### src/hw/tcdm_pkg.sv
package tcdm_pkg;

  // Bus widths
  localparam int unsigned DATA_WIDTH = 32;
  localparam int unsigned BE_WIDTH   = DATA_WIDTH / 8;
  localparam int unsigned ADDR_WIDTH = 32;

  // Bank geometry, word interleaved over the banks
  localparam int unsigned NB_BANKS       = 4;
  localparam int unsigned MEM_ADDR_WIDTH = 8;
  localparam int unsigned BANK_IDX_WIDTH = $clog2(NB_BANKS);
  localparam int unsigned BYTE_OFF_WIDTH = $clog2(BE_WIDTH);
  localparam int unsigned TAG_WIDTH      = ADDR_WIDTH - MEM_ADDR_WIDTH
                                         - BANK_IDX_WIDTH - BYTE_OFF_WIDTH;

  typedef logic [DATA_WIDTH-1:0]     data_t;
  typedef logic [BE_WIDTH-1:0]       be_t;
  typedef logic [BANK_IDX_WIDTH-1:0] bank_idx_t;

  // Field view of a bus address, most significant field first
  typedef struct packed {
    logic [TAG_WIDTH-1:0]      tag;
    logic [MEM_ADDR_WIDTH-1:0] word_idx;
    bank_idx_t                 bank;
    logic [BYTE_OFF_WIDTH-1:0] byte_off;
  } tcdm_addr_fields_t;

  // One address word, seen raw on the bus or split into its fields
  typedef union packed {
    logic [ADDR_WIDTH-1:0] raw;
    tcdm_addr_fields_t     fields;
  } tcdm_addr_u;

endpackage

### src/hw/tcdm_resp_router.sv
module tcdm_resp_router #(
  parameter int unsigned NumMasters = 4
) (
  input  logic                                                clk_i,
  input  logic                                                rst_n_i,
  input  logic [tcdm_pkg::NB_BANKS-1:0][NumMasters-1:0]       bank_gnt_i,
  input  tcdm_pkg::data_t [tcdm_pkg::NB_BANKS-1:0]            bank_rdata_i,
  output logic [NumMasters-1:0]                               gnt_o,
  output logic [NumMasters-1:0]                               rvalid_o,
  output tcdm_pkg::data_t [NumMasters-1:0]                    rdata_o
);

  tcdm_pkg::bank_idx_t [NumMasters-1:0] bank_d;
  tcdm_pkg::bank_idx_t [NumMasters-1:0] bank_q;
  logic [NumMasters-1:0]                rvalid_q;

  // A master is granted by at most one bank per cycle
  always_comb begin
    gnt_o  = '0;
    bank_d = '0;
    for (int b = 0; b < tcdm_pkg::NB_BANKS; b++) begin
      for (int m = 0; m < NumMasters; m++) begin
        if (bank_gnt_i[b][m]) begin
          gnt_o[m]  = 1'b1;
          bank_d[m] = tcdm_pkg::bank_idx_t'(b);
        end
      end
    end
  end

  always_ff @(posedge clk_i or negedge rst_n_i) begin
    if (!rst_n_i) begin
      rvalid_q <= '0;
    end else begin
      rvalid_q <= gnt_o;
    end
  end

  always_ff @(posedge clk_i) begin
    for (int m = 0; m < NumMasters; m++) begin
      if (gnt_o[m]) begin
        bank_q[m] <= bank_d[m];
      end
    end
  end

  assign rvalid_o = rvalid_q;

  always_comb begin
    for (int m = 0; m < NumMasters; m++) begin
      rdata_o[m] = bank_rdata_i[bank_q[m]];
    end
  end

endmodule

### config.mk
export PLATFORM = sky130hd
export DESIGN_NAME = tcdm_resp_router
export DESIGN_NICKNAME = d
export VERILOG_FILES = /design/src/hw/tcdm_pkg.sv /design/src/hw/tcdm_resp_router.sv
export SDC_FILE = /design/constraint.sdc
export NUM_CORES = 1
export LEC_CHECK = 0
export BUFFER_PORTS_ARGS = -buffer_cell sky130_fd_sc_hd__buf_2
export CORE_AREA = 4 4 107 109
export CTS_CLUSTER_SIZE = 28
export DETAILED_ROUTE_END_ITERATION = 10
export DIE_AREA = 0 0 111 113
export MAX_ROUTING_LAYER = met4
export PLACE_DENSITY = 0.75
export SYNTH_ARGS = -nofsm -noshare
export SYNTH_HDL_FRONTEND = slang
export SYNTH_SLANG_ARGS = --single-unit
### constraint.sdc
create_clock -name clk_i -period 1.12 [get_ports clk_i]
set_input_delay 0.112 -clock clk_i [delete_from_list [all_inputs] [get_ports clk_i]]
set_output_delay 0.112 -clock clk_i [all_outputs]
set_load 0.05 [all_outputs]
Word-level counts from Yosys, hierarchy flattened
Index checks and enable logic that the tools add are counted.

Register bits: 12. Logic and storage cells: 49. Input port bits: 146.

Reduce and logical (&&, ||, !) cells: 4. Muxes and demuxes: 32. Order comparisons: 4.

Operator list (number): binary-select mux 32 bit (select 2 bit) (4); two-way mux 32 bit (4); two-way mux 1 bit (24); < comparator 2 x 3 -> 1 bit, second input constant (4); OR reduction 2 bit (4).

Longest topological paths before layout
Word-level depth: 4. Mapped depth: 3. Gate-level depth less buffers: 2.

Worst setup path after synthesis
Ideal clock, no wire load.

Path type: reg-to-output. Start point: reg bank_q[0] in the netlist's numbering. End point: out rdata_o[0] in the netlist's numbering. Path slack: -0.251 ns. Data arrival time: 1.259 ns. Stages on the path, launching flop included: 3. Cell sequence: edfxtp_1 buf_6 mux4_1.

RTL lines: from (decl) (RTL line tcdm_resp_router.sv:14) `tcdm_pkg::bank_idx_t [NumMasters-1:0] bank_q;`; from (signal, indexed assignment) (RTL line tcdm_resp_router.sv:42) `bank_q[m] <= bank_d[m];`; to (decl) (RTL line tcdm_resp_router.sv:10) `output tcdm_pkg::data_t [NumMasters-1:0] rdata_o`.

==> tab_implementation.tex <==
\begin{tabular}{lr}
\hline
Metric & Value \\
\hline
\multicolumn{2}{l}{\textbf{Clocking}} \\
\quad CTS tree & yes \\
\quad \# clock sinks & 12 \\
\quad Buffer type at the clock tree root & sky130\_fd\_sc\_hd\_\_clkbuf\_8 \\
\quad CTS Buf Count & 3 \\
\quad Clock Tree Buf Depth & 2 \\
\quad Clock Pin Slew Worst Setup and Hold Paths & 0.05 ns \\
\quad Number of H-tree levels & 1 \\
\multicolumn{2}{l}{\textbf{STA}} \\
\quad Tightest slew margin relative to the limit & 83.2\% \\
\quad Final-report setup violation count & 128 \\
\quad Setup repair after global routing missed its margin & true \\
\quad Worst Setup Slack, final & -0.668 ns \\
\quad Final Cycle Share & 160\% \\
\quad Hold violation total from the final report & 0 \\
\quad Fmax & 559 MHz \\
\quad Minimum period implied by the final worst setup slack & 1.79 ns \\
\quad Final Max Tran Viols & 0 \\
\quad Slew of the pin with the lowest slew margin & 0.253 ns \\
\multicolumn{2}{l}{\textbf{Routing}} \\
\quad Wirelength, routed & 15.8 mm \\
\quad Routed Antenna Nets & 0 \\
\quad Final routed wire length divided by cell count & 25.3 um \\
\quad Via count of the routed design & 3,739 \\
\quad DR DRC count & 0 \\
\quad Detailed router's first-iteration violation count & 260 \\
\quad Number of detailed-routing iterations run before antenna repair & 4 \\
\quad Avg Vias per Cell & 5.98 \\
\multicolumn{2}{l}{\textbf{Status}} \\
\quad Failing checks & setup timing \\
\quad Status & finished, violations left \\
\multicolumn{2}{l}{\textbf{Pwr}} \\
\quad Largest vdd supply drop & 0.000699 V \\
\quad Total leakage power & 2.84 nW \\
\quad Power density cells & 1110 nW/um\^{}2 \\
\multicolumn{2}{l}{\textbf{Cells and area}} \\
\quad Storage element area & 340 sq um \\
\quad Count of antenna diodes in the layout & 0 \\
\quad Post-synthesis to final-layout area growth & 78.4\% \\
\quad Post-route core utilization & 62.2\% \\
\quad Final Cell Area & 6590 sq um \\
\quad Nets & 632 \\
\quad Fraction of layout cells with a size suffix above 1 & 95.5\% \\
\quad Area of the multi-input gates & 2990 sq um \\
\quad Filler Cell Count & 763 \\
\quad Non-filler instance count after layout & 625 \\
\multicolumn{2}{l}{\textbf{Setup path}} \\
\quad Critical setup path kind & reg -> out \\
\quad Critical path arrival & 1.68 ns \\
\quad Sort of element at the start of the critical path & register \\
\quad Critical Path Fanout Max & 4 \\
\quad Slowest cell on crit path & sky130\_fd\_sc\_hd\_\_mux4\_2 \\
\quad Critical Path End Type & output pin \\
\quad Required arrival time at the worst endpoint & 1.01 ns \\
\quad Cells along the critical path & buf\_6 -> buf\_12 -> buf\_16 -> mux4\_2 -> buf\_8 \\
\quad Crit-path max cell delay & 0.44 ns \\
\multicolumn{2}{l}{\textbf{Logic synthesis}} \\
\quad Number of instances in the synthesized netlist & 184 \\
\quad Per-instance average area after synthesis & 20.1 sq um \\
\quad Post-Synthesis Net Count & 330 \\
\quad \#FFs+latches synth & 12 \\
\quad Netlist Area Pre-Place & 3690 sq um \\
\quad Number of synthesis warnings & 0 \\
\quad Portion of the post-synthesis area used by sequential elements & 9.21\% \\
\quad Cell types with the largest area share after synthesis & sky130\_fd\_sc\_hd\_\_mux4\_2, sky130\_fd\_sc\_hd\_\_buf\_12, sky130\_fd\_sc\_hd\_\_edfxtp\_1 \\
\quad Post-synth cell types & 11 \\
\quad Area leader, netlist & sky130\_fd\_sc\_hd\_\_mux4\_2 \\
\quad Proportion of netlist area held by the largest area contributor & 73.2\% \\
\multicolumn{2}{l}{\textbf{Placed design}} \\
\quad Setup slack after placement & -0.468 ns \\
\quad Placed Instances & 598 \\
\quad Post-placement cell area & 5310 sq um \\
\quad HPWL Detailed & 11.0 mm \\
\quad Count of input and output buffers & 281 \\
\quad Final Wtd Congestion & 0.963 \\
\multicolumn{2}{l}{\textbf{Floorplan}} \\
\quad Overall die width & 111 um \\
\quad Overall die area & 12,500 sq um \\
\quad Initial core utilization & 34.8\% \\
\quad \# IOs & 282 \\
\quad CORE AREA & 10,600 sq um \\
\quad Number of cell rows & 38 \\
\quad Die height & 113 um \\
\multicolumn{2}{l}{\textbf{Global route}} \\
\quad Pin count of the biggest net entering global routing & 19 \\
\quad Antenna violations before repair & 0 \\
\quad Vias in the first global route & 4,292 \\
\quad GRT Overall Usage & 24.9\% \\
\quad First-pass GRT wire length & 23.5 mm \\
\quad Overflow left after global routing & 0 \\
\multicolumn{2}{l}{\textbf{Job}} \\
\quad Max-cap violation count & 0 \\
\multicolumn{2}{l}{\textbf{Min path}} \\
\quad Min-delay worst type & in -> reg \\
\hline
\end{tabular}
==> report_power, final <==
part	internal, mW	switching, mW	total [mW]	leakage [nW]
clock	0.251	0.155	0.405	0.0228
combinational	2.73	3.61	6.35	2.71
sequential	0.506	0.0279	0.534	0.114
total	3.49	3.79	7.28	2.84
==> per-stage QoR <==
step	power (mW)	hold slack [ns]	TNS, ns
after floorplan	4.43	-0.184	-31.62
after CTS	7.27	0.143	-76.77
after detailed placement	5.61	-0.0729	-51.53
after global routing	7.52	0.142	-81.70
after global placement	5.55	-0.0760	-48.44
final	7.28	0.151	-74.93
==> synthesized netlist by cell type, drive strengths merged <==
library cell,count
dfrtp,4
or2,4
inv,4
edfxtp,8
or3,4
buf,28
mux4,128
a21o,4
==> state kept, by name (all words and copies together), names as in the netlist <==
register / cells
rvalid_o: 4
bank_q: 8
==> worst max-delay path, delay by kind of cell (launching register included) <==
kind | cells | cell delay, ns
flops | 1 | 0.42
mux | 1 | 0.44
buf+inv | 4 | 0.58
==> cells by family after synthesis <==
| group | count (synthesis) | synth area share [%] |
|---|---|---|
| buffers and inverters | 32 | 9.76 |
| and+or+nand+nor | 8 | 1.35 |
| DFF | 12 | 9.21 |
| AOI/OAI and AO/OA | 4 | 0.813 |
| muxes | 128 | 78.9 |
==> final cells by class <==
type	instances	area share [%]
inverter	4	0.228
multi-input combinational	140	45.4
timing repair buffer	325	45.9
tap	140	2.66
sequential	12	5.16
clock buffer	4	0.684
==> per-layer routing <==
metal  share of wire, %  vias up  GRT usage (%)
met5                  0        -              -
met4                4.2        0           10.8
met3                8.1       58           4.60
met2                 56      275           45.5
met1                 32     1877           26.4
li1                   -     1529              -
==> final timing paths <==
check	from	end	slack, ns	cells past startpoint
max	bank_q[2]	rdata_o[51]	-0.67	5
min	bank_gnt_i[11]	bank_q[7]	0.15	2
max in group asynchronous	rst_n_i	rvalid_o[1]	0.78	2
min in group asynchronous	rst_n_i	rvalid_o[2]	0.22	2
==> layout by cell type, fill, tap and decap left out <==
cell / synthesis / final
sky130_fd_sc_hd__clkbuf_1: 0 / 1
sky130_fd_sc_hd__or2_4: 0 / 4
sky130_fd_sc_hd__edfxtp_1: 8 / 8
sky130_fd_sc_hd__buf_4: 0 / 11
sky130_fd_sc_hd__mux4_2: 120 / 128
sky130_fd_sc_hd__buf_8: 0 / 15
sky130_fd_sc_hd__clkbuf_16: 0 / 1
sky130_fd_sc_hd__buf_16: 0 / 3
sky130_fd_sc_hd__dlygate4sd3_1: 0 / 1
sky130_fd_sc_hd__a21o_1: 4 / 4
sky130_fd_sc_hd__buf_2: 12 / 145
sky130_fd_sc_hd__dfrtp_1: 4 / 4
sky130_fd_sc_hd__or3_4: 0 / 4
sky130_fd_sc_hd__inv_1: 4 / 4
sky130_fd_sc_hd__clkbuf_8: 0 / 3
sky130_fd_sc_hd__buf_12: 12 / 22
sky130_fd_sc_hd__buf_6: 4 / 127
==> repair_timing <==
action                                  in CTS  in global routing
endpoints found under the setup margin     132                132
setup buffers                               15                  4
gates cloned                                 8                  1
endpoints found under the hold margin        4                  0
resized for setup                          302                 13
pin swaps                                    8                  4
hold buffers                                 1                  0
(Power assumes the default switching activity.)
