`src/hw/amo_pkg.sv`:
```
package amo_pkg;

  // Bit 5 flags an atomic, bits 4..0 hold the RISC-V AMO funct5
  typedef logic [5:0] atop_t;

  localparam logic [4:0] FUNCT_LR   = 5'b00010;
  localparam logic [4:0] FUNCT_SC   = 5'b00011;
  localparam logic [4:0] FUNCT_SWAP = 5'b00001;
  localparam logic [4:0] FUNCT_ADD  = 5'b00000;
  localparam logic [4:0] FUNCT_XOR  = 5'b00100;
  localparam logic [4:0] FUNCT_AND  = 5'b01100;
  localparam logic [4:0] FUNCT_OR   = 5'b01000;
  localparam logic [4:0] FUNCT_MIN  = 5'b10000;
  localparam logic [4:0] FUNCT_MAX  = 5'b10100;
  localparam logic [4:0] FUNCT_MINU = 5'b11000;
  localparam logic [4:0] FUNCT_MAXU = 5'b11100;

  typedef enum logic [3:0] {
    AMO_NONE = 4'h0,
    AMO_SWAP = 4'h1,
    AMO_ADD  = 4'h2,
    AMO_AND  = 4'h3,
    AMO_OR   = 4'h4,
    AMO_XOR  = 4'h5,
    AMO_MAX  = 4'h6,
    AMO_MAXU = 4'h7,
    AMO_MIN  = 4'h8,
    AMO_MINU = 4'h9
  } amo_op_e;

  // Map a core atop onto the operation run by the bank
  function automatic amo_op_e decode_atop(atop_t atop);
    amo_op_e op;
    op = AMO_NONE;
    if (atop[5]) begin
      case (atop[4:0])
        FUNCT_SWAP: op = AMO_SWAP;
        FUNCT_ADD:  op = AMO_ADD;
        FUNCT_XOR:  op = AMO_XOR;
        FUNCT_AND:  op = AMO_AND;
        FUNCT_OR:   op = AMO_OR;
        FUNCT_MIN:  op = AMO_MIN;
        FUNCT_MAX:  op = AMO_MAX;
        FUNCT_MINU: op = AMO_MINU;
        FUNCT_MAXU: op = AMO_MAXU;
        // No reservation support, these fall back to a plain access
        FUNCT_LR:   op = AMO_NONE;
        FUNCT_SC:   op = AMO_NONE;
        default:    op = AMO_NONE;
      endcase
    end
    return op;
  endfunction

endpackage

```
`src/hw/tcdm_pkg.sv`:
```
package tcdm_pkg;

  // Bus widths
  localparam int unsigned DATA_WIDTH = 32;
  localparam int unsigned BE_WIDTH   = DATA_WIDTH / 8;
  localparam int unsigned ADDR_WIDTH = 32;

  // Bank geometry, word interleaved over the banks
  localparam int unsigned NB_BANKS       = 4;
  localparam int unsigned MEM_ADDR_WIDTH = 8;
  localparam int unsigned BANK_IDX_WIDTH = $clog2(NB_BANKS);
  localparam int unsigned BYTE_OFF_WIDTH = $clog2(BE_WIDTH);
  localparam int unsigned TAG_WIDTH      = ADDR_WIDTH - MEM_ADDR_WIDTH
                                         - BANK_IDX_WIDTH - BYTE_OFF_WIDTH;

  typedef logic [DATA_WIDTH-1:0]     data_t;
  typedef logic [BE_WIDTH-1:0]       be_t;
  typedef logic [BANK_IDX_WIDTH-1:0] bank_idx_t;

  // Field view of a bus address, most significant field first
  typedef struct packed {
    logic [TAG_WIDTH-1:0]      tag;
    logic [MEM_ADDR_WIDTH-1:0] word_idx;
    bank_idx_t                 bank;
    logic [BYTE_OFF_WIDTH-1:0] byte_off;
  } tcdm_addr_fields_t;

  // One address word, seen raw on the bus or split into its fields
  typedef union packed {
    logic [ADDR_WIDTH-1:0] raw;
    tcdm_addr_fields_t     fields;
  } tcdm_addr_u;

endpackage

```
`src/hw/tcdm_bank_arbiter.sv`:
```
module tcdm_bank_arbiter #(
  parameter int unsigned NumMasters = 4,
  parameter int unsigned BankIdx    = 0
) (
  input  logic                                    clk_i,
  input  logic                                    rst_n_i,
  input  logic [NumMasters-1:0]                   req_i,
  input  logic [NumMasters-1:0]                   wen_i,
  input  tcdm_pkg::tcdm_addr_u [NumMasters-1:0]   addr_i,
  input  tcdm_pkg::data_t [NumMasters-1:0]        wdata_i,
  input  tcdm_pkg::be_t [NumMasters-1:0]          be_i,
  input  amo_pkg::atop_t [NumMasters-1:0]         atop_i,
  input  logic                                    ready_i,
  output logic [NumMasters-1:0]                   gnt_o,
  output logic                                    sel_valid_o,
  output logic                                    sel_wen_o,
  output tcdm_pkg::tcdm_addr_u                    sel_addr_o,
  output tcdm_pkg::data_t                         sel_wdata_o,
  output tcdm_pkg::be_t                           sel_be_o,
  output amo_pkg::atop_t                          sel_atop_o
);

  localparam int unsigned IdxWidth = (NumMasters > 1) ? $clog2(NumMasters) : 1;

  logic [NumMasters-1:0] bank_req;
  logic [IdxWidth-1:0]   rr_q;
  logic [IdxWidth-1:0]   win;
  logic                  found;

  // Requests that target this bank
  always_comb begin
    for (int m = 0; m < NumMasters; m++) begin
      bank_req[m] = req_i[m] &&
                    (addr_i[m].fields.bank == tcdm_pkg::bank_idx_t'(BankIdx));
    end
  end

  // Search starts at the pointer and wraps around
  always_comb begin
    int unsigned idx;
    found = 1'b0;
    win   = '0;
    for (int i = 0; i < NumMasters; i++) begin
      idx = (int'(rr_q) + i) % NumMasters;
      if (!found && bank_req[idx]) begin
        found = 1'b1;
        win   = idx[IdxWidth-1:0];
      end
    end
  end

  assign sel_valid_o = found && ready_i;

  always_comb begin
    gnt_o = '0;
    if (sel_valid_o) begin
      gnt_o[win] = 1'b1;
    end
  end

  assign sel_wen_o   = wen_i[win];
  assign sel_addr_o  = addr_i[win];
  assign sel_wdata_o = wdata_i[win];
  assign sel_be_o    = be_i[win];
  assign sel_atop_o  = atop_i[win];

  // Pointer moves past the winner on every grant
  always_ff @(posedge clk_i or negedge rst_n_i) begin
    if (!rst_n_i) begin
      rr_q <= '0;
    end else if (sel_valid_o) begin
      rr_q <= (int'(win) == NumMasters - 1) ? '0 : win + 1'b1;
    end
  end

endmodule

```
`config.mk`:
```
export PLATFORM = sky130hd
export DESIGN_NAME = tcdm_bank_arbiter
export DESIGN_NICKNAME = d
export VERILOG_FILES = /design/src/hw/amo_pkg.sv /design/src/hw/tcdm_pkg.sv /design/src/hw/tcdm_bank_arbiter.sv
export SDC_FILE = /design/constraint.sdc
export NUM_CORES = 1
export LEC_CHECK = 0
export BUFFER_PORTS_ARGS = -buffer_cell sky130_fd_sc_hd__buf_4
export CORE_AREA = 2 2 151 153
export DETAILED_ROUTE_END_ITERATION = 8
export DIE_AREA = 0 0 153 155
export PLACE_DENSITY_LB_ADDON = 0.3
export SETUP_SLACK_MARGIN = 0.05
export SLEW_MARGIN = 20
export SYNTH_ARGS = -nofsm -noshare
export SYNTH_HDL_FRONTEND = slang
export SYNTH_SLANG_ARGS = --single-unit
```
`constraint.sdc`:
```
create_clock -name clk_i -period 8.4 [get_ports clk_i]
set_clock_uncertainty 0.15 [all_clocks]
set_input_delay 2.1 -clock clk_i [delete_from_list [all_inputs] [get_ports clk_i]]
set_output_delay 2.1 -clock clk_i [all_outputs]
set_load 0.01 [all_outputs]
```
* Yosys cells after proc, flatten, opt, wreduce, memory -nomap -nowiden
Cells that the tools add are included.
Word-level totals: flip-flop bits (word level) 2
Cells by class: add/subtract/negate cells 4, order comparisons 6, equal/unequal tests 1, mux-type cells 30, reductions and logical operators 16
Operators by type and width (number):
- binary-select mux 32 bit (select 2 bit) | 2
- 2-to-1 mux 32 bit | 2
- < comparator 2 x 3 -> 1 bit, second input constant | 5
- binary-select mux 6 bit (select 2 bit) | 1
- binary-select mux 1 bit (select 2 bit) | 5
- 2-to-1 mux 1 bit | 10
- 2-to-1 mux 2 bit | 5
- logical AND 1 bit | 9
- binary-select mux 4 bit (select 2 bit) | 1
- logical NOT 2 bit | 4
- 2-to-1 mux 4 bit | 2
- 2-to-1 mux 6 bit | 1
- adder 2 x 1 -> 2 bit, second input constant | 2
- adder 2 bit, second input constant | 2
- logical NOT 1 bit | 3
- demux 1 bit (select 2 bit) | 1
- == test 2 bit, second input constant | 1
- >= comparator 2 x 1 -> 1 bit, second input constant | 1

* Depth between registers and ports, before layout
Gate-level depths: netlist (run 1).
depth after elaboration 19, gate-level depth with buffers 8, depth with buffers taken out 6

* Least setup slack after synthesis (run 1)
Ideal clock, no wire load.
kind input port to output port, start input addr_i[98] (netlist name), end output sel_addr_o[10] (netlist name), arrival 3.630 ns, required time 6.150 ns, slack 2.520 ns, stages on the path 8, path buffers 2, path through or3b_4 -> a221oi_2 -> nand2_1 -> inv_2 -> buf_4 -> buf_4 -> a21oi_1 -> a22oi_1
RTL lines:
- start: declaration | RTL line tcdm_bank_arbiter.sv:9 | input tcdm_pkg::tcdm_addr_u [NumMasters-1:0] addr_i,
- end: declaration | RTL line tcdm_bank_arbiter.sv:17 | output tcdm_pkg::tcdm_addr_u sel_addr_o,

* Worst setup path in the final report (run 1)
start input addr_i[34] (netlist name), end output sel_wen_o
On the way: longest elaborated chain between the ends 16
RTL lines:
- logical NOT 2 bit * | RTL line tcdm_bank_arbiter.sv:34 | (addr_i[m].fields.bank == tcdm_pkg::bank_idx_t'(BankIdx));
- logical AND 1 bit * | RTL line tcdm_bank_arbiter.sv:33 | bank_req[m] = req_i[m] &&
- binary-select mux 1 bit (select 2 bit) | RTL line tcdm_bank_arbiter.sv:45 | if (!found && bank_req[idx]) begin
- 2-to-1 mux 1 bit (implied by the code) | RTL line tcdm_bank_arbiter.sv:45
- 2-to-1 mux 1 bit | RTL line tcdm_bank_arbiter.sv:45
- logical NOT 1 bit | RTL line tcdm_bank_arbiter.sv:45
- logical AND 1 bit | RTL line tcdm_bank_arbiter.sv:45
- 2-to-1 mux 1 bit | RTL line tcdm_bank_arbiter.sv:45
- logical NOT 1 bit | RTL line tcdm_bank_arbiter.sv:45
- logical AND 1 bit | RTL line tcdm_bank_arbiter.sv:45
- 2-to-1 mux 1 bit | RTL line tcdm_bank_arbiter.sv:45
- logical NOT 1 bit | RTL line tcdm_bank_arbiter.sv:45
- logical AND 1 bit | RTL line tcdm_bank_arbiter.sv:45
- 2-to-1 mux 2 bit * | RTL line tcdm_bank_arbiter.sv:45
- binary-select mux 1 bit (select 2 bit) * | RTL line tcdm_bank_arbiter.sv:61 | assign sel_wen_o = wen_i[win];
- 2-to-1 mux 1 bit (implied by the code) * | RTL line tcdm_bank_arbiter.sv:61
- end: declaration | RTL line tcdm_bank_arbiter.sv:16 | output logic sel_wen_o,
Mark *: on every way between the ends. The rest lies on a longest branch, timed or not. The select of a mux whose other input is x is not followed.

==> reports/metrics.yaml, run 1 <==
status: "complete, no violations"
fill_cells: 2554
cp-startpoint: "addr_i[34]"
worst-path-max-fanout: 41
area_delta_synth_final_pct: 138
grt_max_degree: 150
totalWireLength_um: 15300
arrival_ns: 4.93
core_um2: 22200
async_flop_share_pct: 100
rsz0062_at_grt: "false"
dieArea_um2: 23700
synth_common_cells: "148 x nand2_1, 147 x a21oi_1, 74 x a22oi_1, 21 x buf_2, 14 x clkbuf_1"
viasPerCell: 4.30
clkTransAtPathRegs_ns: 0.03
diodes: 0
seq_area_um2: 50.0
synth_most_common_cell: "nand2_1"
multi_input_area_um2: 2060
place_hpwl_um: 12100
grt_pass1_vias: 4575
top_register: "rr_q"
required_ns: 6.15
clock_path_buffers: 2
grt_first_pass_wirelength_um: 22800
drt_iter0_markers: 319
cellPowerDensity_nw_per_um2: 89.4
max_clock_freq_mhz: 139
vdd_drop_max_uv: 45.5
fin_cells: 1082
start_kind: "input pin"
cts-resized-gates: 0
reg_top3: "rr_q: 2 flops"
critPathCaptureType: "output port"
r2r-start: "rr_q[0]"
synth_top_area_cell: "a21oi_1"
slew_headroom_pct: 37.2
hold_class: "reg2reg"
synth_top_area_share_pct: 31.5
ys_ff_latch: 2
synth_edf_count: 0
die_width_um: 153
initial_core_util_pct: 10.5
max-cap-violations: 0
finalHoldViolCount: 0
synth_area_um2: 2340
final.setup.worst_slack_ns: 1.22
synth_flop_cell: "dfrtp_1"
wl_per_cell_um: 14.1
syn_inst: 448
synthTopCellsByArea: "a21oi_1 31%, a22oi_1 24%, nand2_1 24%, buf_2 4.5%, buf_4 2.2%"
pre_cts_slack_ns: 1.21
gp_congestion: 0.800
antenna_found_initial: 0
fp.dieH_um: 155
ys.warnings.count: 0
maxSlewViolCount: 0
rows: 55
ios: 387
setup_tns_ns: 0
clock_latency_ns: 0.22
post-route-period-util_pct: 85.4
cts-hold-fix-buffers: 0
cts_tree: "yes"
placedCellCount: 1079
worstSetupPathType: "in2out"
cts-root-buf: "clkbuf_16"
cts_max_level: 1
syn-num-nets: 756
hold_start: "rr_q[0]"
clock_sinks: 2
finalSetupViolations: 0
synth_cell_types: 26
track_usage_pct: 11.4
leakagePower_nw: 2.92
slowest_delay_ns: 0.74
largest_reg_flops: 2
vias: 4648
path_cells: "buf_4, or3b_1, a22oi_1, nand3_4, inv_2, buf_12, a21oi_1, a22oi_1, buf_4"
postRouteAntennaNets: 0
drc: 0
layout-drive-gt1-share_pct: 50.7
worstMarginPinSlew_ns: 0.933
cts_buffers: 3
utilization_pct: 25.0
post-cts-setup-buffers: 0
drtPass1Iterations: 5
postSynthAreaPerCell_um2: 5.22
buffer_ports.inserted: 386
period_needed_ns: 7.18
synth-seq-area-share_pct: 2.14
crit_path_top_delay_cell: "inv_2"
final_nets: 1107
gr-total-overflow: 0
-- stage by stage --
stage	area (um2)	hold slack, ns	power (W)
after floorplan	2340	0.376	0.000195
after global placement	5490	0.430	0.000432
after detailed placement	5490	0.431	0.000431
after CTS	5570	0.436	0.000503
after global routing	5570	0.468	0.000538
final	5570	0.446	0.000498
-- per-layer routing --
metal  global-route usage [%]  wire (um)  vias to the layer above
met5                        0          0                        -
met4                     1.46        128                        0
met3                     1.92       1180                       12
met2                     22.6       8000                      252
met1                     13.1       5970                     2065
li1                         -          -                     2319
-- report_power, final --
group / switching [W] / internal, W / total, W
Clock: 0.00000991 / 0.0000605 / 0.0000704
Combinational: 0.000190 / 0.000223 / 0.000413
Sequential: 0.00000287 / 0.0000119 / 0.0000148
-- path summary, 6_finish.rpt --
kind,end,slack [ns],cells after the start
hold reg to reg,rr_q[0],0.45,2
hold / removal,rr_q[0],0.45,2
setup / recovery,sel_wen_o,1.22,9
setup reg to reg,rr_q[1],5.39,6
min in group asynchronous,rr_q[1],1.51,1
max in group asynchronous,rr_q[0],6.50,1
-- cells by family after synthesis --
group | after synthesis | share of synthesized area (%)
DFF | 2 | 2.14
and+or+nand+nor | 166 | 29.2
buffers and inverters | 53 | 10.8
adders and majority gates | 1 | 0.535
muxes | 1 | 0.482
AOI/OAI and AO/OA | 225 | 56.9
-- worst max-delay path, delay by kind of cell --
family	cells	cell delay [ns]
and+or+nand+nor	2	0.87
AOI/OAI and AO/OA	3	0.56
buffers and inverters	4	1.32
-- final cells by class --
cell class                 instances  share of cell area, %
sequential                         2                  0.899
timing repair buffer             394                   54.0
multi-input combinational        393                   36.9
inverter                           5                  0.382
clock buffer                       3                   1.35
tap                              285                   6.41
-- cell usage in the layout (no fill, tap or decap), types with 2 or more instances in the layout --
cell / netlist / routed
buf_4: 7 / 390
nand2_1: 148 / 147
a21oi_1: 147 / 147
a22oi_1: 74 / 74
buf_12: 0 / 4
inv_1: 3 / 3
nor3b_1: 3 / 3
nor3_1: 3 / 3
clkbuf_16: 0 / 3
or3b_1: 2 / 2
nor4b_1: 2 / 2
and3_1: 2 / 2
dfrtp_1: 2 / 2
Power figures use the tool's default switching activity.
==> run 2: changes to the inputs <==
Settings changed: CORE_AREA 2 2 151 153 to 2 2 150 152, DIE_AREA 0 0 153 155 to 0 0 152 154.
==> reports/metrics.yaml, run 2 (synthesized netlist as in run 1, its figures left out) <==
layout-drive-gt1-share_pct: 50.6
worst-path-max-fanout: 41
clkTransAtPathRegs_ns: 0.03
final_common_cell: "buf_4"
postRouteAntennaNets: 0
antenna_found_initial: 0
period_needed_ns: 6.69
hold_start: "rr_q[0]"
rsz0062_at_grt: "false"
cts_buffers: 3
wl_per_cell_um: 14.8
worstSetupPathType: "in2out"
hold_class: "reg2reg"
worstMarginPinSlew_ns: 0.891
max-cap-violations: 0
finalHoldViolCount: 0
clock_path_buffers: 2
track_usage_pct: 12.2
reg_top3: "rr_q: 2 flops"
start_kind: "input pin"
area_delta_synth_final_pct: 136
vdd_drop_max_uv: 80.2
rows: 54
grt_max_degree: 80
cts-hold-fix-buffers: 0
ios: 387
gr-total-overflow: 0
largest_reg_flops: 2
top_register: "rr_q"
cellPowerDensity_nw_per_um2: 90.0
fp.dieH_um: 154
post-cts-setup-buffers: 0
drt_iter0_markers: 312
max_clock_freq_mhz: 150
post-route-period-util_pct: 79.6
arrival_ns: 4.44
die_width_um: 152
viasPerCell: 4.37
drc: 0
cp-startpoint: "addr_i[98]"
r2r-start: "rr_q[0]"
maxSlewViolCount: 0
utilization_pct: 25.4
vias: 4702
cts-root-buf: "clkbuf_16"
setup_tns_ns: 0
final_nets: 1106
status: "complete, no violations"
p_total_w: 0.000496
clock_latency_ns: 0.22
core_um2: 21700
slew_headroom_pct: 40.1
required_ns: 6.15
drtPass1Iterations: 5
totalWireLength_um: 15900
buffer_ports.inserted: 386
finalSetupViolations: 0
most-common-layout-cells: "392 x buf_4, 147 x nand2_1, 147 x a21oi_1"
clock_sinks: 2
critPathCaptureType: "output port"
dieArea_um2: 23400
fin_area_um2: 5520
cts_tree: "yes"
cts-resized-gates: 0
cts_max_level: 1
grt_pass1_vias: 4556
diodes: 0
gp_congestion: 0.864
leakagePower_nw: 2.90
place_hpwl_um: 12700
grt_first_pass_wirelength_um: 23700
initial_core_util_pct: 10.8
placed_area_um2: 5440
run 2: path summary, 6_finish.rpt:
check	endpoint	slack (ns)	cells past startpoint
min in group asynchronous	rr_q[1]	1.51	1
worst min register to register	rr_q[0]	0.43	2
worst min-delay path	rr_q[0]	0.43	2
worst max-delay path	sel_wdata_o[4]	1.71	9
worst max register to register	rr_q[1]	5.73	7
max in group asynchronous	rr_q[0]	6.50	1
run 2: critical path, cell delays in order:
cell and delay (ns):
buf_4 0.11, or3b_4 0.42, a221oi_2 0.37, nand2_4 0.10
inv_4 0.35, buf_4 0.39, a21oi_1 0.12, a22oi_1 0.27
buf_4 0.17
run 2: routing by layer:
layer	vias to the layer above	GRT usage (%)	wire length [um]
li1	2314	-	-
met1	2097	14.1	6120
met2	269	23.5	8330
met3	22	1.89	1140
met4	0	2.67	328
met5	-	0	0
run 2: power by group:
group          leakage (nW)   total, W  switching (W)  internal [W]
clock network        0.0370  0.0000708      0.0000103     0.0000605
logic                  2.84   0.000411       0.000192      0.000219
registers            0.0224  0.0000148     0.00000289     0.0000119
run 2: final cells by class:
| class | instances | area (um2) |
|---|---|---|
| timing repair buffer | 393 | 2960 |
| tap | 280 | 350 |
| inverter | 5 | 21.3 |
| sequential | 2 | 50.0 |
| multi-input combinational | 393 | 2060 |
| clock buffer | 3 | 75.1 |
| fill | 2435 | 16200 |
run 2: stage by stage:
stage / setup slack [ns] / std cells / hold slack, ns
after CTS: 1.70 / 1076 / 0.433
final: 1.71 / 1076 / 0.435
after global routing: 1.51 / 1076 / 0.459
after floorplan: 2.52 / 448 / 0.376
after detailed placement: 1.71 / 1073 / 0.428
after global placement: 1.70 / 1073 / 0.420
