$ cat config.mk
export PLATFORM = sky130hd
export DESIGN_NAME = tcdm_amo_unit
export DESIGN_NICKNAME = d
export VERILOG_FILES = /design/src/hw/amo_pkg.sv /design/src/hw/tcdm_pkg.sv /design/src/hw/tcdm_amo_unit.sv
export SDC_FILE = /design/constraint.sdc
export NUM_CORES = 1
export LEC_CHECK = 0
export ABC_AREA = 1
export ABC_CLOCK_PERIOD_IN_PS = 6550
export BUFFER_PORTS_ARGS = -buffer_cell sky130_fd_sc_hd__buf_2
export CAP_MARGIN = 20
export CORE_MARGIN = 2
export CORE_UTILIZATION = 60
export DETAILED_ROUTE_END_ITERATION = 8
export PLACE_DENSITY = 0.9
export SLEW_MARGIN = 20
export SYNTH_ARGS = -nofsm -noshare
export SYNTH_HDL_FRONTEND = slang
export SYNTH_SLANG_ARGS = --single-unit
$ cat constraint.sdc
create_clock -name clk_i -period 6.55 [get_ports clk_i]
set_clock_uncertainty 0.15 [all_clocks]
set_input_delay 0.655 -clock clk_i [delete_from_list [all_inputs] [get_ports clk_i]]
set_output_delay 0.655 -clock clk_i [all_outputs]
set_load 0.01 [all_outputs]
$ cat src/hw/amo_pkg.sv
package amo_pkg;

  // Bit 5 flags an atomic, bits 4..0 hold the RISC-V AMO funct5
  typedef logic [5:0] atop_t;

  localparam logic [4:0] FUNCT_LR   = 5'b00010;
  localparam logic [4:0] FUNCT_SC   = 5'b00011;
  localparam logic [4:0] FUNCT_SWAP = 5'b00001;
  localparam logic [4:0] FUNCT_ADD  = 5'b00000;
  localparam logic [4:0] FUNCT_XOR  = 5'b00100;
  localparam logic [4:0] FUNCT_AND  = 5'b01100;
  localparam logic [4:0] FUNCT_OR   = 5'b01000;
  localparam logic [4:0] FUNCT_MIN  = 5'b10000;
  localparam logic [4:0] FUNCT_MAX  = 5'b10100;
  localparam logic [4:0] FUNCT_MINU = 5'b11000;
  localparam logic [4:0] FUNCT_MAXU = 5'b11100;

  typedef enum logic [3:0] {
    AMO_NONE = 4'h0,
    AMO_SWAP = 4'h1,
    AMO_ADD  = 4'h2,
    AMO_AND  = 4'h3,
    AMO_OR   = 4'h4,
    AMO_XOR  = 4'h5,
    AMO_MAX  = 4'h6,
    AMO_MAXU = 4'h7,
    AMO_MIN  = 4'h8,
    AMO_MINU = 4'h9
  } amo_op_e;

  // Map a core atop onto the operation run by the bank
  function automatic amo_op_e decode_atop(atop_t atop);
    amo_op_e op;
    op = AMO_NONE;
    if (atop[5]) begin
      case (atop[4:0])
        FUNCT_SWAP: op = AMO_SWAP;
        FUNCT_ADD:  op = AMO_ADD;
        FUNCT_XOR:  op = AMO_XOR;
        FUNCT_AND:  op = AMO_AND;
        FUNCT_OR:   op = AMO_OR;
        FUNCT_MIN:  op = AMO_MIN;
        FUNCT_MAX:  op = AMO_MAX;
        FUNCT_MINU: op = AMO_MINU;
        FUNCT_MAXU: op = AMO_MAXU;
        // No reservation support, these fall back to a plain access
        FUNCT_LR:   op = AMO_NONE;
        FUNCT_SC:   op = AMO_NONE;
        default:    op = AMO_NONE;
      endcase
    end
    return op;
  endfunction

endpackage

$ cat src/hw/tcdm_pkg.sv
package tcdm_pkg;

  // Bus widths
  localparam int unsigned DATA_WIDTH = 32;
  localparam int unsigned BE_WIDTH   = DATA_WIDTH / 8;
  localparam int unsigned ADDR_WIDTH = 32;

  // Bank geometry, word interleaved over the banks
  localparam int unsigned NB_BANKS       = 4;
  localparam int unsigned MEM_ADDR_WIDTH = 8;
  localparam int unsigned BANK_IDX_WIDTH = $clog2(NB_BANKS);
  localparam int unsigned BYTE_OFF_WIDTH = $clog2(BE_WIDTH);
  localparam int unsigned TAG_WIDTH      = ADDR_WIDTH - MEM_ADDR_WIDTH
                                         - BANK_IDX_WIDTH - BYTE_OFF_WIDTH;

  typedef logic [DATA_WIDTH-1:0]     data_t;
  typedef logic [BE_WIDTH-1:0]       be_t;
  typedef logic [BANK_IDX_WIDTH-1:0] bank_idx_t;

  // Field view of a bus address, most significant field first
  typedef struct packed {
    logic [TAG_WIDTH-1:0]      tag;
    logic [MEM_ADDR_WIDTH-1:0] word_idx;
    bank_idx_t                 bank;
    logic [BYTE_OFF_WIDTH-1:0] byte_off;
  } tcdm_addr_fields_t;

  // One address word, seen raw on the bus or split into its fields
  typedef union packed {
    logic [ADDR_WIDTH-1:0] raw;
    tcdm_addr_fields_t     fields;
  } tcdm_addr_u;

endpackage

$ cat src/hw/tcdm_amo_unit.sv
module tcdm_amo_unit (
  input  logic                                 clk_i,
  input  logic                                 rst_n_i,
  input  logic                                 valid_i,
  input  logic                                 wen_i,
  input  tcdm_pkg::tcdm_addr_u                 addr_i,
  input  tcdm_pkg::data_t                      wdata_i,
  input  tcdm_pkg::be_t                        be_i,
  input  amo_pkg::atop_t                       atop_i,
  output logic                                 ready_o,
  output logic                                 mem_req_o,
  output logic                                 mem_wen_o,
  output logic [tcdm_pkg::MEM_ADDR_WIDTH-1:0]  mem_idx_o,
  output tcdm_pkg::data_t                      mem_wdata_o,
  output tcdm_pkg::be_t                        mem_be_o,
  input  tcdm_pkg::data_t                      mem_rdata_i,
  output tcdm_pkg::data_t                      rdata_o
);

  amo_pkg::amo_op_e                    op;
  logic                                is_amo;
  logic                                amo_pending_q;
  amo_pkg::amo_op_e                    op_q;
  tcdm_pkg::data_t                     operand_q;
  logic [tcdm_pkg::MEM_ADDR_WIDTH-1:0] idx_q;
  tcdm_pkg::data_t                     amo_result;

  assign op     = amo_pkg::decode_atop(atop_i);
  assign is_amo = valid_i && (op != amo_pkg::AMO_NONE);

  // Busy during the write-back cycle of an atomic
  assign ready_o = !amo_pending_q;

  always_ff @(posedge clk_i or negedge rst_n_i) begin
    if (!rst_n_i) begin
      amo_pending_q <= 1'b0;
    end else begin
      amo_pending_q <= is_amo;
    end
  end

  always_ff @(posedge clk_i) begin
    if (is_amo) begin
      op_q      <= op;
      operand_q <= wdata_i;
      idx_q     <= addr_i.fields.word_idx;
    end
  end

  // Old word comes straight from the SRAM output register
  always_comb begin
    case (op_q)
      amo_pkg::AMO_SWAP: amo_result = operand_q;
      amo_pkg::AMO_ADD:  amo_result = mem_rdata_i + operand_q;
      amo_pkg::AMO_AND:  amo_result = mem_rdata_i & operand_q;
      amo_pkg::AMO_OR:   amo_result = mem_rdata_i | operand_q;
      amo_pkg::AMO_XOR:  amo_result = mem_rdata_i ^ operand_q;
      amo_pkg::AMO_MAX:
        amo_result = ($signed(mem_rdata_i) > $signed(operand_q)) ? mem_rdata_i : operand_q;
      amo_pkg::AMO_MAXU: amo_result = (mem_rdata_i > operand_q) ? mem_rdata_i : operand_q;
      amo_pkg::AMO_MIN:
        amo_result = ($signed(mem_rdata_i) < $signed(operand_q)) ? mem_rdata_i : operand_q;
      amo_pkg::AMO_MINU: amo_result = (mem_rdata_i < operand_q) ? mem_rdata_i : operand_q;
      default:           amo_result = mem_rdata_i;
    endcase
  end

  always_comb begin
    if (amo_pending_q) begin
      // Write-back of the full word, wen is active low
      mem_req_o   = 1'b1;
      mem_wen_o   = 1'b0;
      mem_idx_o   = idx_q;
      mem_wdata_o = amo_result;
      mem_be_o    = '1;
    end else begin
      mem_req_o   = valid_i;
      mem_wen_o   = is_amo ? 1'b1 : wen_i;
      mem_idx_o   = addr_i.fields.word_idx;
      mem_wdata_o = wdata_i;
      mem_be_o    = be_i;
    end
  end

  assign rdata_o = mem_rdata_i;

endmodule

# Word level (Yosys, flattened, before mapping)
# Memories as Yosys holds them, arrays and structs flattened.
# Cells that the tools add are included.
# W data, S select, Z words.
# totals
reg_bits	45
rom_bits	128
in_bits	110
output_inout_bits	79
elab_cells	37
memories	1
# op_classes
n_addsub	1
n_lt_le_gt_ge	4
eq_ne	9
n_mux	12
n_bitwise	3
n_reduce_logical	3
# mem_list
name	depth	word_bits	rd	rd_clocked_by_memory_dff	write_ports	line_no	rtl
(no name shown)	32	4	1	0	0	amo_pkg.sv:36	case (atop[4:0])
# ops
cell	count
$pmux W32 S9	1
$mux W32	5
$gt A32 B32 Y1	2
$lt A32 B32 Y1	2
$add A32 B32 Y32	1
$and A32 B32 Y32	1
$or A32 B32 Y32	1
$xor A32 B32 Y32	1
$eq A4 B3 Y1 const B	4
$eq A4 B2 Y1 const B	2
$eq A4 B4 Y1 const B	2
$mux W4	2
$mux W8	1
$eq A4 B1 Y1 const B	1
$reduce_bool A4 Y1	1
$mux W1	3
$logic_and A1 B1 Y1	1
$logic_not A1 Y1	1

# Longest topological paths before layout
# Gate-level depths: netlist of the first run.
# An unclocked memory read counts as a cell.
# logic_depth
ltp_word	6
depth_mapped	23
ltp_nobuf	21

# Worst setup path after synthesis of the first run
# OpenSTA, ideal clock, no wires.
# synth_path
path_type	input port to output port
start	input port mem_rdata_i[31]
end	output port mem_wdata_o[15]
arrival_time_ns	2.685
required_time_ns	5.745
path_slack_ns	3.060
cell_stages	17
n_path_buf	2
path_cell_list	inv_1 ha_1 nor2_1 nand3_1 nor2_2 and3_1 nand2_2 nand2_2 buf_6 nand2_4 nand3_4 buf_4 nand2_1 nand3_1 nand2_1 o21bai_1 nand2_1
# synth_between
elab_chain_cells	4
elab_cells_between_ends	10
cone_classes	order compare (4); mux (6)
# synth_rtl
element	line_no	rtl
from (decl)	tcdm_amo_unit.sv:16	input tcdm_pkg::data_t mem_rdata_i,
$lt A32 B32 Y1 (tied with other cells)	tcdm_amo_unit.sv:63	amo_pkg::AMO_MINU: amo_result = (mem_rdata_i < operand_q) ? mem_rdata_i : operand_q;
$mux W32, on equally long branches	n/a	
$pmux W32 S9 *	tcdm_amo_unit.sv:52	case (op_q)
$mux W32 *	tcdm_amo_unit.sv:69	if (amo_pending_q) begin
to (decl)	tcdm_amo_unit.sv:14	output tcdm_pkg::data_t mem_wdata_o,
# Mark *: on every way between the ends. The rest lies on a longest branch, timed or not.

# Final worst setup path of the first run
# layout_path
start	input port mem_rdata_i[22]
end	output port mem_wdata_o[18]
# Same word-level chain as after synthesis.

==> results.toml, run 1 <==
[floorplanning]
fp.dieW_um = 127.1
rows = 44
die_area_sq_um = 16160
start_util_pct = 62.10
ioPinCount = 189
fp.dieH_um = 127.1
core_sq_um = 14640

[global_routing]
grt_pass1_vias = 10150
grt-ovfl-total = 0
antenna_found_initial = 0
grt_pass1_wl_mm = 50.22
grt_start_max_net_pins = 57
track_usage_pct = 37.99

[routing]
num_vias = 11260
drt_iter0_drc = 1405
drc = 0
first_pass_iters = 6
viasPerCell = 6.140
drt_wl_total_mm = 31.42
wl_per_cell_um = 17.13
drtAntennaViolNets = 0

[final_layout]
final_common_cell = "nand2_1"
n_antenna_cell = 0
most-common-layout-cells = "463 x nand2_1, 256 x nand3_1, 164 x buf_2, 162 x inv_1, 135 x nor2_1"
fin_area_sq_um = 9858
fill_cells = 1355
layout-drive-gt1-share_pct = 13.03
nets = 1856
synthToLayoutAreaGrowth_pct = 8.407

[pwr]
power_density_nw_per_um2 = 161.6
peakVddDrop_mv = 0.1205
power_leakage_uw = 0.005106

[worst_setup_path]
cp_max_fo = 30
cp_slowest_stage_delay_ns = 0.57
worstSetupPathType = "in -> out"
critPathSlowestCell = "nand2_2"
crit_arrival_ns = 4.52
path_buf_inv = 4
path_depth = 18
worstSetupStartpointType = "primary input"
critPathMostFrequentCell = "nand2_1"
end_kind = "output port"
cp_data_required_time_ns = 5.74
crit_path_cell_trace = "buf_2, inv_1, ha_1, nor2_1, nand2_1, nor2_1, and3_1, nand2_2, nand2_2, nand2_1, nand2_2, buf_4, nand3_1, nand3_1, nand2_1, o21bai_1, nand2_1, buf_2"
critPathTopFamily = "simple AND/OR/NAND/NOR gates"

[synthesis]
synth_ff_type = "edfxtp_1"
ys_warn_count = 0
ys_seq_elements = 45
syn-cell-area_sq_um = 9094
syn_nets = 1774
async_flop_share_pct = 2.222
netlist_instances = 1567
yosys.cell_types.count = 44
avgSynthCellArea_sq_um = 5.803
synth_edf_count = 44
yosysSeqAreaShare_pct = 14.80

[timing]
timing.hold.ws_ns = 0.3715
fmax_ghz = 0.1879
relSlewSlack_pct = 18.53
rsz0062_at_grt = "false"
hold_violations = 0
min_period_ns = 5.322
min_period_over_period_pct = 81.25
setup_violations = 0
fin_ws_ns = 1.228
drv_slew = 0
fin_tns_setup_ns = 0
worstMarginPinSlew_ns = 1.221

[clock_network]
clock_path_buffers = 2
cts.sinks = 45
cts-root-buf = "clkbuf_16"
htreeDepth = 2
cts_tree = "yes"
post_cts_resized = 0
clk_pin_slew_worst_paths_ns = 0.09
cts_made_buffers = 5
post_cts_buffers = 0
hold_buffers = 1

[run]
maxCapViolations = 0

[placement]
post-place-ws_ns = 1.420
hpwl_mm = 21.77
port-buffer-count = 164
place_area_sq_um = 9694
gp_congestion = 1.004

[hold_path]
hold_path_class = "in -> reg"
worst_hold_path.num_cells = 1

[run_status]
status = "complete, no violations"
-- Yosys cell counts (3+ instances only) --
| library cell | count | share of area [%] |
|---|---|---|
| or2_2 | 8 | 0.55 |
| clkinv_1 | 3 | 0.12 |
| and3_1 | 3 | 0.21 |
| a211oi_1 | 4 | 0.33 |
| nand3_1 | 256 | 14 |
| o21ai_1 | 7 | 0.39 |
| nand3b_1 | 5 | 0.41 |
| o211ai_1 | 11 | 0.91 |
| buf_4 | 42 | 3.5 |
| a2111oi_0 | 3 | 0.29 |
| nor2_1 | 139 | 5.7 |
| nand2_1 | 464 | 19 |
| clkbuf_1 | 46 | 1.9 |
| a21oi_1 | 96 | 5.3 |
| edfxtp_1 | 44 | 15 |
| a221oi_1 | 11 | 1.1 |
| ha_1 | 96 | 13 |
| buf_6 | 4 | 0.50 |
| buf_2 | 12 | 0.66 |
| nand2_2 | 4 | 0.28 |
| o2111ai_1 | 6 | 0.58 |
| nor3_1 | 13 | 0.72 |
| o21bai_1 | 10 | 0.83 |
| nor4_1 | 8 | 0.55 |
| o21ai_0 | 64 | 3.5 |
| inv_1 | 164 | 6.8 |
| o22ai_1 | 15 | 1.0 |
| nand4_1 | 6 | 0.41 |
| a21o_1 | 4 | 0.33 |
-- per-stage QoR --
stage / total power, uW / util (%) / cells
2_1_floorplan: 1022 / - / 1567
3_3_place_gp: 1242 / 66.20 / 1825
3_5_place_dp: 1262 / 66.20 / 1825
4_1_cts: 1555 / 67.32 / 1834
5_1_grt: 1694 / 67.32 / 1834
6_report: 1593 / 67.32 / 1834
-- metal layers --
layer	track usage [%]	routed length (um)	vias to the layer above	part of all wire, %
li1	-	-	5311	-
met1	53.65	12750	5002	41
met2	57.65	13180	837	42
met3	7.286	4413	110	14
met4	14.29	1075	0	3.4
met5	0	0	-	0
-- worst paths after layout --
| kind | slack, ns | end | from |
|---|---|---|---|
| setup / recovery | 1.23 | mem_wdata_o[18] | mem_rdata_i[22] |
| hold / removal | 0.37 | operand_q[22]$_DFFE_PP_ | wdata_i[22] |
| min in group asynchronous | 0.51 | amo_pending_q$_DFF_PN0_ | rst_n_i |
| max in group asynchronous | 5.66 | amo_pending_q$_DFF_PN0_ | rst_n_i |
-- sequential cells by signal, indices dropped and copies added (netlist names) --
register and flops:
operand_q 32, idx_q 8, op_q 4, amo_pending_q 1
-- power by group --
group	leakage, uW	switching, uW	internal, uW
Sequential	0.000418	26.1	349
Clock	0.0000767	147	148
Combinational	0.00461	638	285
Total	0.00511	811	782
-- final cells by class --
| cell class | instances | area (sq um) | area share [%] |
|---|---|---|---|
| Tap cell | 184 | 230.2 | 2.335 |
| Inverter | 167 | 626.9 | 6.359 |
| Multi-Input combinational cell | 1249 | 6550 | 66.44 |
| Clock buffer | 5 | 125.1 | 1.269 |
| Timing Repair Buffer | 181 | 950.9 | 9.646 |
| Sequential cell | 45 | 1346 | 13.66 |
| Clock inverter | 3 | 28.78 | 0.2919 |
-- logic make-up (layout without fill, tap and decap cells) --
kind of cell    count (synthesis)  after routing  share of synthesized area [%]
compound gates                237            237                          15.15
xor+xnor                        2              2                         0.1927
fa+ha+maj                      97             97                          13.43
buf+inv                       273            356                          13.50
flops                          45             45                          14.80
simple gates                  913            913                          42.93
Power figures use the tool's default switching activity.
==> inputs of run 2 (changes only) <==
--- a/config.mk
+++ b/config.mk
@@ -6,13 +6,13 @@
 export NUM_CORES = 1
 export LEC_CHECK = 0
 export ABC_AREA = 1
-export ABC_CLOCK_PERIOD_IN_PS = 6550
+export ABC_CLOCK_PERIOD_IN_PS = 5600
 export BUFFER_PORTS_ARGS = -buffer_cell sky130_fd_sc_hd__buf_2
 export CAP_MARGIN = 20
 export CORE_MARGIN = 2
-export CORE_UTILIZATION = 60
+export CORE_UTILIZATION = 58
 export DETAILED_ROUTE_END_ITERATION = 8
-export PLACE_DENSITY = 0.9
+export PLACE_DENSITY = 0.88
 export SLEW_MARGIN = 20
 export SYNTH_ARGS = -nofsm -noshare
 export SYNTH_HDL_FRONTEND = slang
==> constraint.sdc (replaced) <==
create_clock -name clk_i -period 5.6 [get_ports clk_i]
set_clock_uncertainty 0.15 [all_clocks]
set_input_delay 0.56 -clock clk_i [delete_from_list [all_inputs] [get_ports clk_i]]
set_output_delay 0.56 -clock clk_i [all_outputs]
set_load 0.01 [all_outputs]
==> run 2 against run 1 <==
Against the previous run:
- non-clock buffer count is 1 higher
- power increased by 18%
- count of clock-buffer cells in the layout unchanged
- critical path type is now reg -> out
- first-iteration DRC count is 27% higher
- worst setup slack got worse by 0.46 ns
- worst hold slack worse by 0.091 ns
- clock power up 17%
- largest cell class unchanged
- design area is 0.60% higher
- largest power group unchanged
- die area up 3.3%
- routed wire length up 2.0%
==> results.toml, run 2 (same netlist as run 1, synthesis figures left out) <==
[timing]
worstMarginPinSlew_ns = 1.069
rsz0062_at_grt = "false"
setup_violations = 0
fin_tns_setup_ns = 0
relSlewSlack_pct = 28.54
timing.hold.ws_ns = 0.2801
fmax_ghz = 0.2069
min_period_over_period_pct = 86.31
min_period_ns = 4.833
drv_slew = 0
hold_violations = 0

[pwr]
power_density_nw_per_um2 = 188.9
power_leakage_uw = 0.005112
peakVddDrop_mv = 0.1309

[floorplanning]
fp.dieH_um = 129.2
fp.dieW_um = 129.2
rows = 45
ioPinCount = 189
core_sq_um = 15260
die_area_sq_um = 16700
start_util_pct = 59.60

[worst_setup_path]
worstSetupStartpointType = "register"
critPathSlowestCell = "nand2_2"
end_kind = "output port"
cp_slowest_stage_delay_ns = 0.53
crit_path_cell_trace = "inv_1, ha_1, inv_1, a21oi_1, o21a_1, nand2_1, a21oi_4, buf_4, nand2_2, nand2_4, nand2_2, nor2_4, nand2_1, nand2_1, nor2_1, nand3_1, nand2_1, nand2_1, buf_2"
crit_path_end = "mem_wdata_o[22]"
startpoint = "operand_q[31]$_DFFE_PP_"
cp_data_required_time_ns = 4.89
worstSetupPathType = "reg -> out"
cp_max_fo = 30
crit_arrival_ns = 4.12
critPathMostFrequentCell = "nand2_1"

[routing]
drtAntennaViolNets = 0
drt_wl_total_mm = 32.04
drc = 0
drt_iter0_drc = 1779
viasPerCell = 6.067
num_vias = 11300
wl_per_cell_um = 17.21
first_pass_iters = 6

[global_routing]
grt_pass1_vias = 10200
antenna_found_initial = 0
grt_start_max_net_pins = 47
grt-ovfl-total = 0
track_usage_pct = 38.04
grt_pass1_wl_mm = 50.94

[final_layout]
largest_reg_flops = 32
synthToLayoutAreaGrowth_pct = 9.053
largest-register = "operand_q"
n_antenna_cell = 0
nets = 1857
fill_cells = 1422
most-common-layout-cells = "463 x nand2_1, 256 x nand3_1, 164 x buf_2, 161 x inv_1, 135 x nor2_1"
final_common_cell = "nand2_1"
layout-drive-gt1-share_pct = 13.14
top_regs = "operand_q: 32 flops, idx_q: 8 flops, op_q: 4 flops"

[clock_network]
post_cts_buffers = 0
cts_made_buffers = 5
cts_tree = "yes"
clock_path_buffers = 2
hold_buffers = 1
cts-root-buf = "clkbuf_16"
clk_pin_slew_worst_paths_ns = 0.08
cts.sinks = 45
htreeDepth = 2
post_cts_resized = 0

[hold_path]
hold_path_class = "in -> reg"

[placement]
hpwl_mm = 22.24
gp_congestion = 1.041
port-buffer-count = 164

[run_status]
status = "complete, no violations"

[run]
maxCapViolations = 0
[run 2: worst min path at each step]
stage / from / end / slack, ns / depth (start not counted)
after floorplan: rst_n_i / amo_pending_q$_DFF_PN0_ / 0.11 / 0
after global placement: rst_n_i / amo_pending_q$_DFF_PN0_ / 0.18 / 1
after detailed placement: rst_n_i / amo_pending_q$_DFF_PN0_ / 0.19 / 1
after CTS: wdata_i[8] / operand_q[8]$_DFFE_PP_ / 0.28 / 1
after global routing: wdata_i[27] / operand_q[27]$_DFFE_PP_ / 0.28 / 1
final: wdata_i[4] / operand_q[4]$_DFFE_PP_ / 0.28 / 1
[run 2: worst max-delay path, delay by kind of cell (launching register included)]
kind / cells / cell delay (ns)
adder cells (fa/ha/maj): 1 / 0.44
AO/OA/AOI/OAI: 3 / 0.41
flip-flops: 1 / 0.44
AND/OR/NAND/NOR: 11 / 1.87
buffers and inverters: 4 / 0.64
[run 2: area by class of cell]
| cell class | instances | area (sq um) | share of cell area (%) |
|---|---|---|---|
| tap | 211 | 264.0 | 2.662 |
| clock inverter | 3 | 28.78 | 0.2902 |
| inverter | 167 | 626.9 | 6.321 |
| clock buffer | 5 | 125.1 | 1.262 |
| timing repair buffer | 182 | 970.9 | 9.791 |
| multi-input combinational | 1249 | 6555 | 66.10 |
| sequential | 45 | 1346 | 13.58 |
[run 2: metrics by stage]
step / util (%) / setup slack (ns) / cell area (sq um) / cells / total power, uW
after floorplan: - / 2.300 / 9094 / 1567 / 1195
after global placement: 63.92 / 0.9860 / 9753 / 1853 / 1463
after detailed placement: 63.92 / 0.9307 / 9753 / 1853 / 1489
after CTS: 64.99 / 0.8708 / 9917 / 1862 / 1832
after global routing: 64.99 / 0.4806 / 9917 / 1862 / 1994
final: 64.99 / 0.7668 / 9917 / 1862 / 1874
[run 2: report_power, final]
part / switching, uW / leakage, uW / total, uW / internal, uW
sequential: 34.6 / 0.000418 / 443 / 408
combinational: 748 / 0.00462 / 1090 / 338
clock: 172 / 0.0000767 / 345 / 173
total: 954 / 0.00511 / 1870 / 919
[run 2: routing by layer]
metal	wire, um	up-vias	global-route usage [%]
li1	-	5322	-
met1	12850	5008	54.08
met2	13610	859	57.65
met3	4611	108	6.771
met4	976	0	14.07
met5	0	-	0
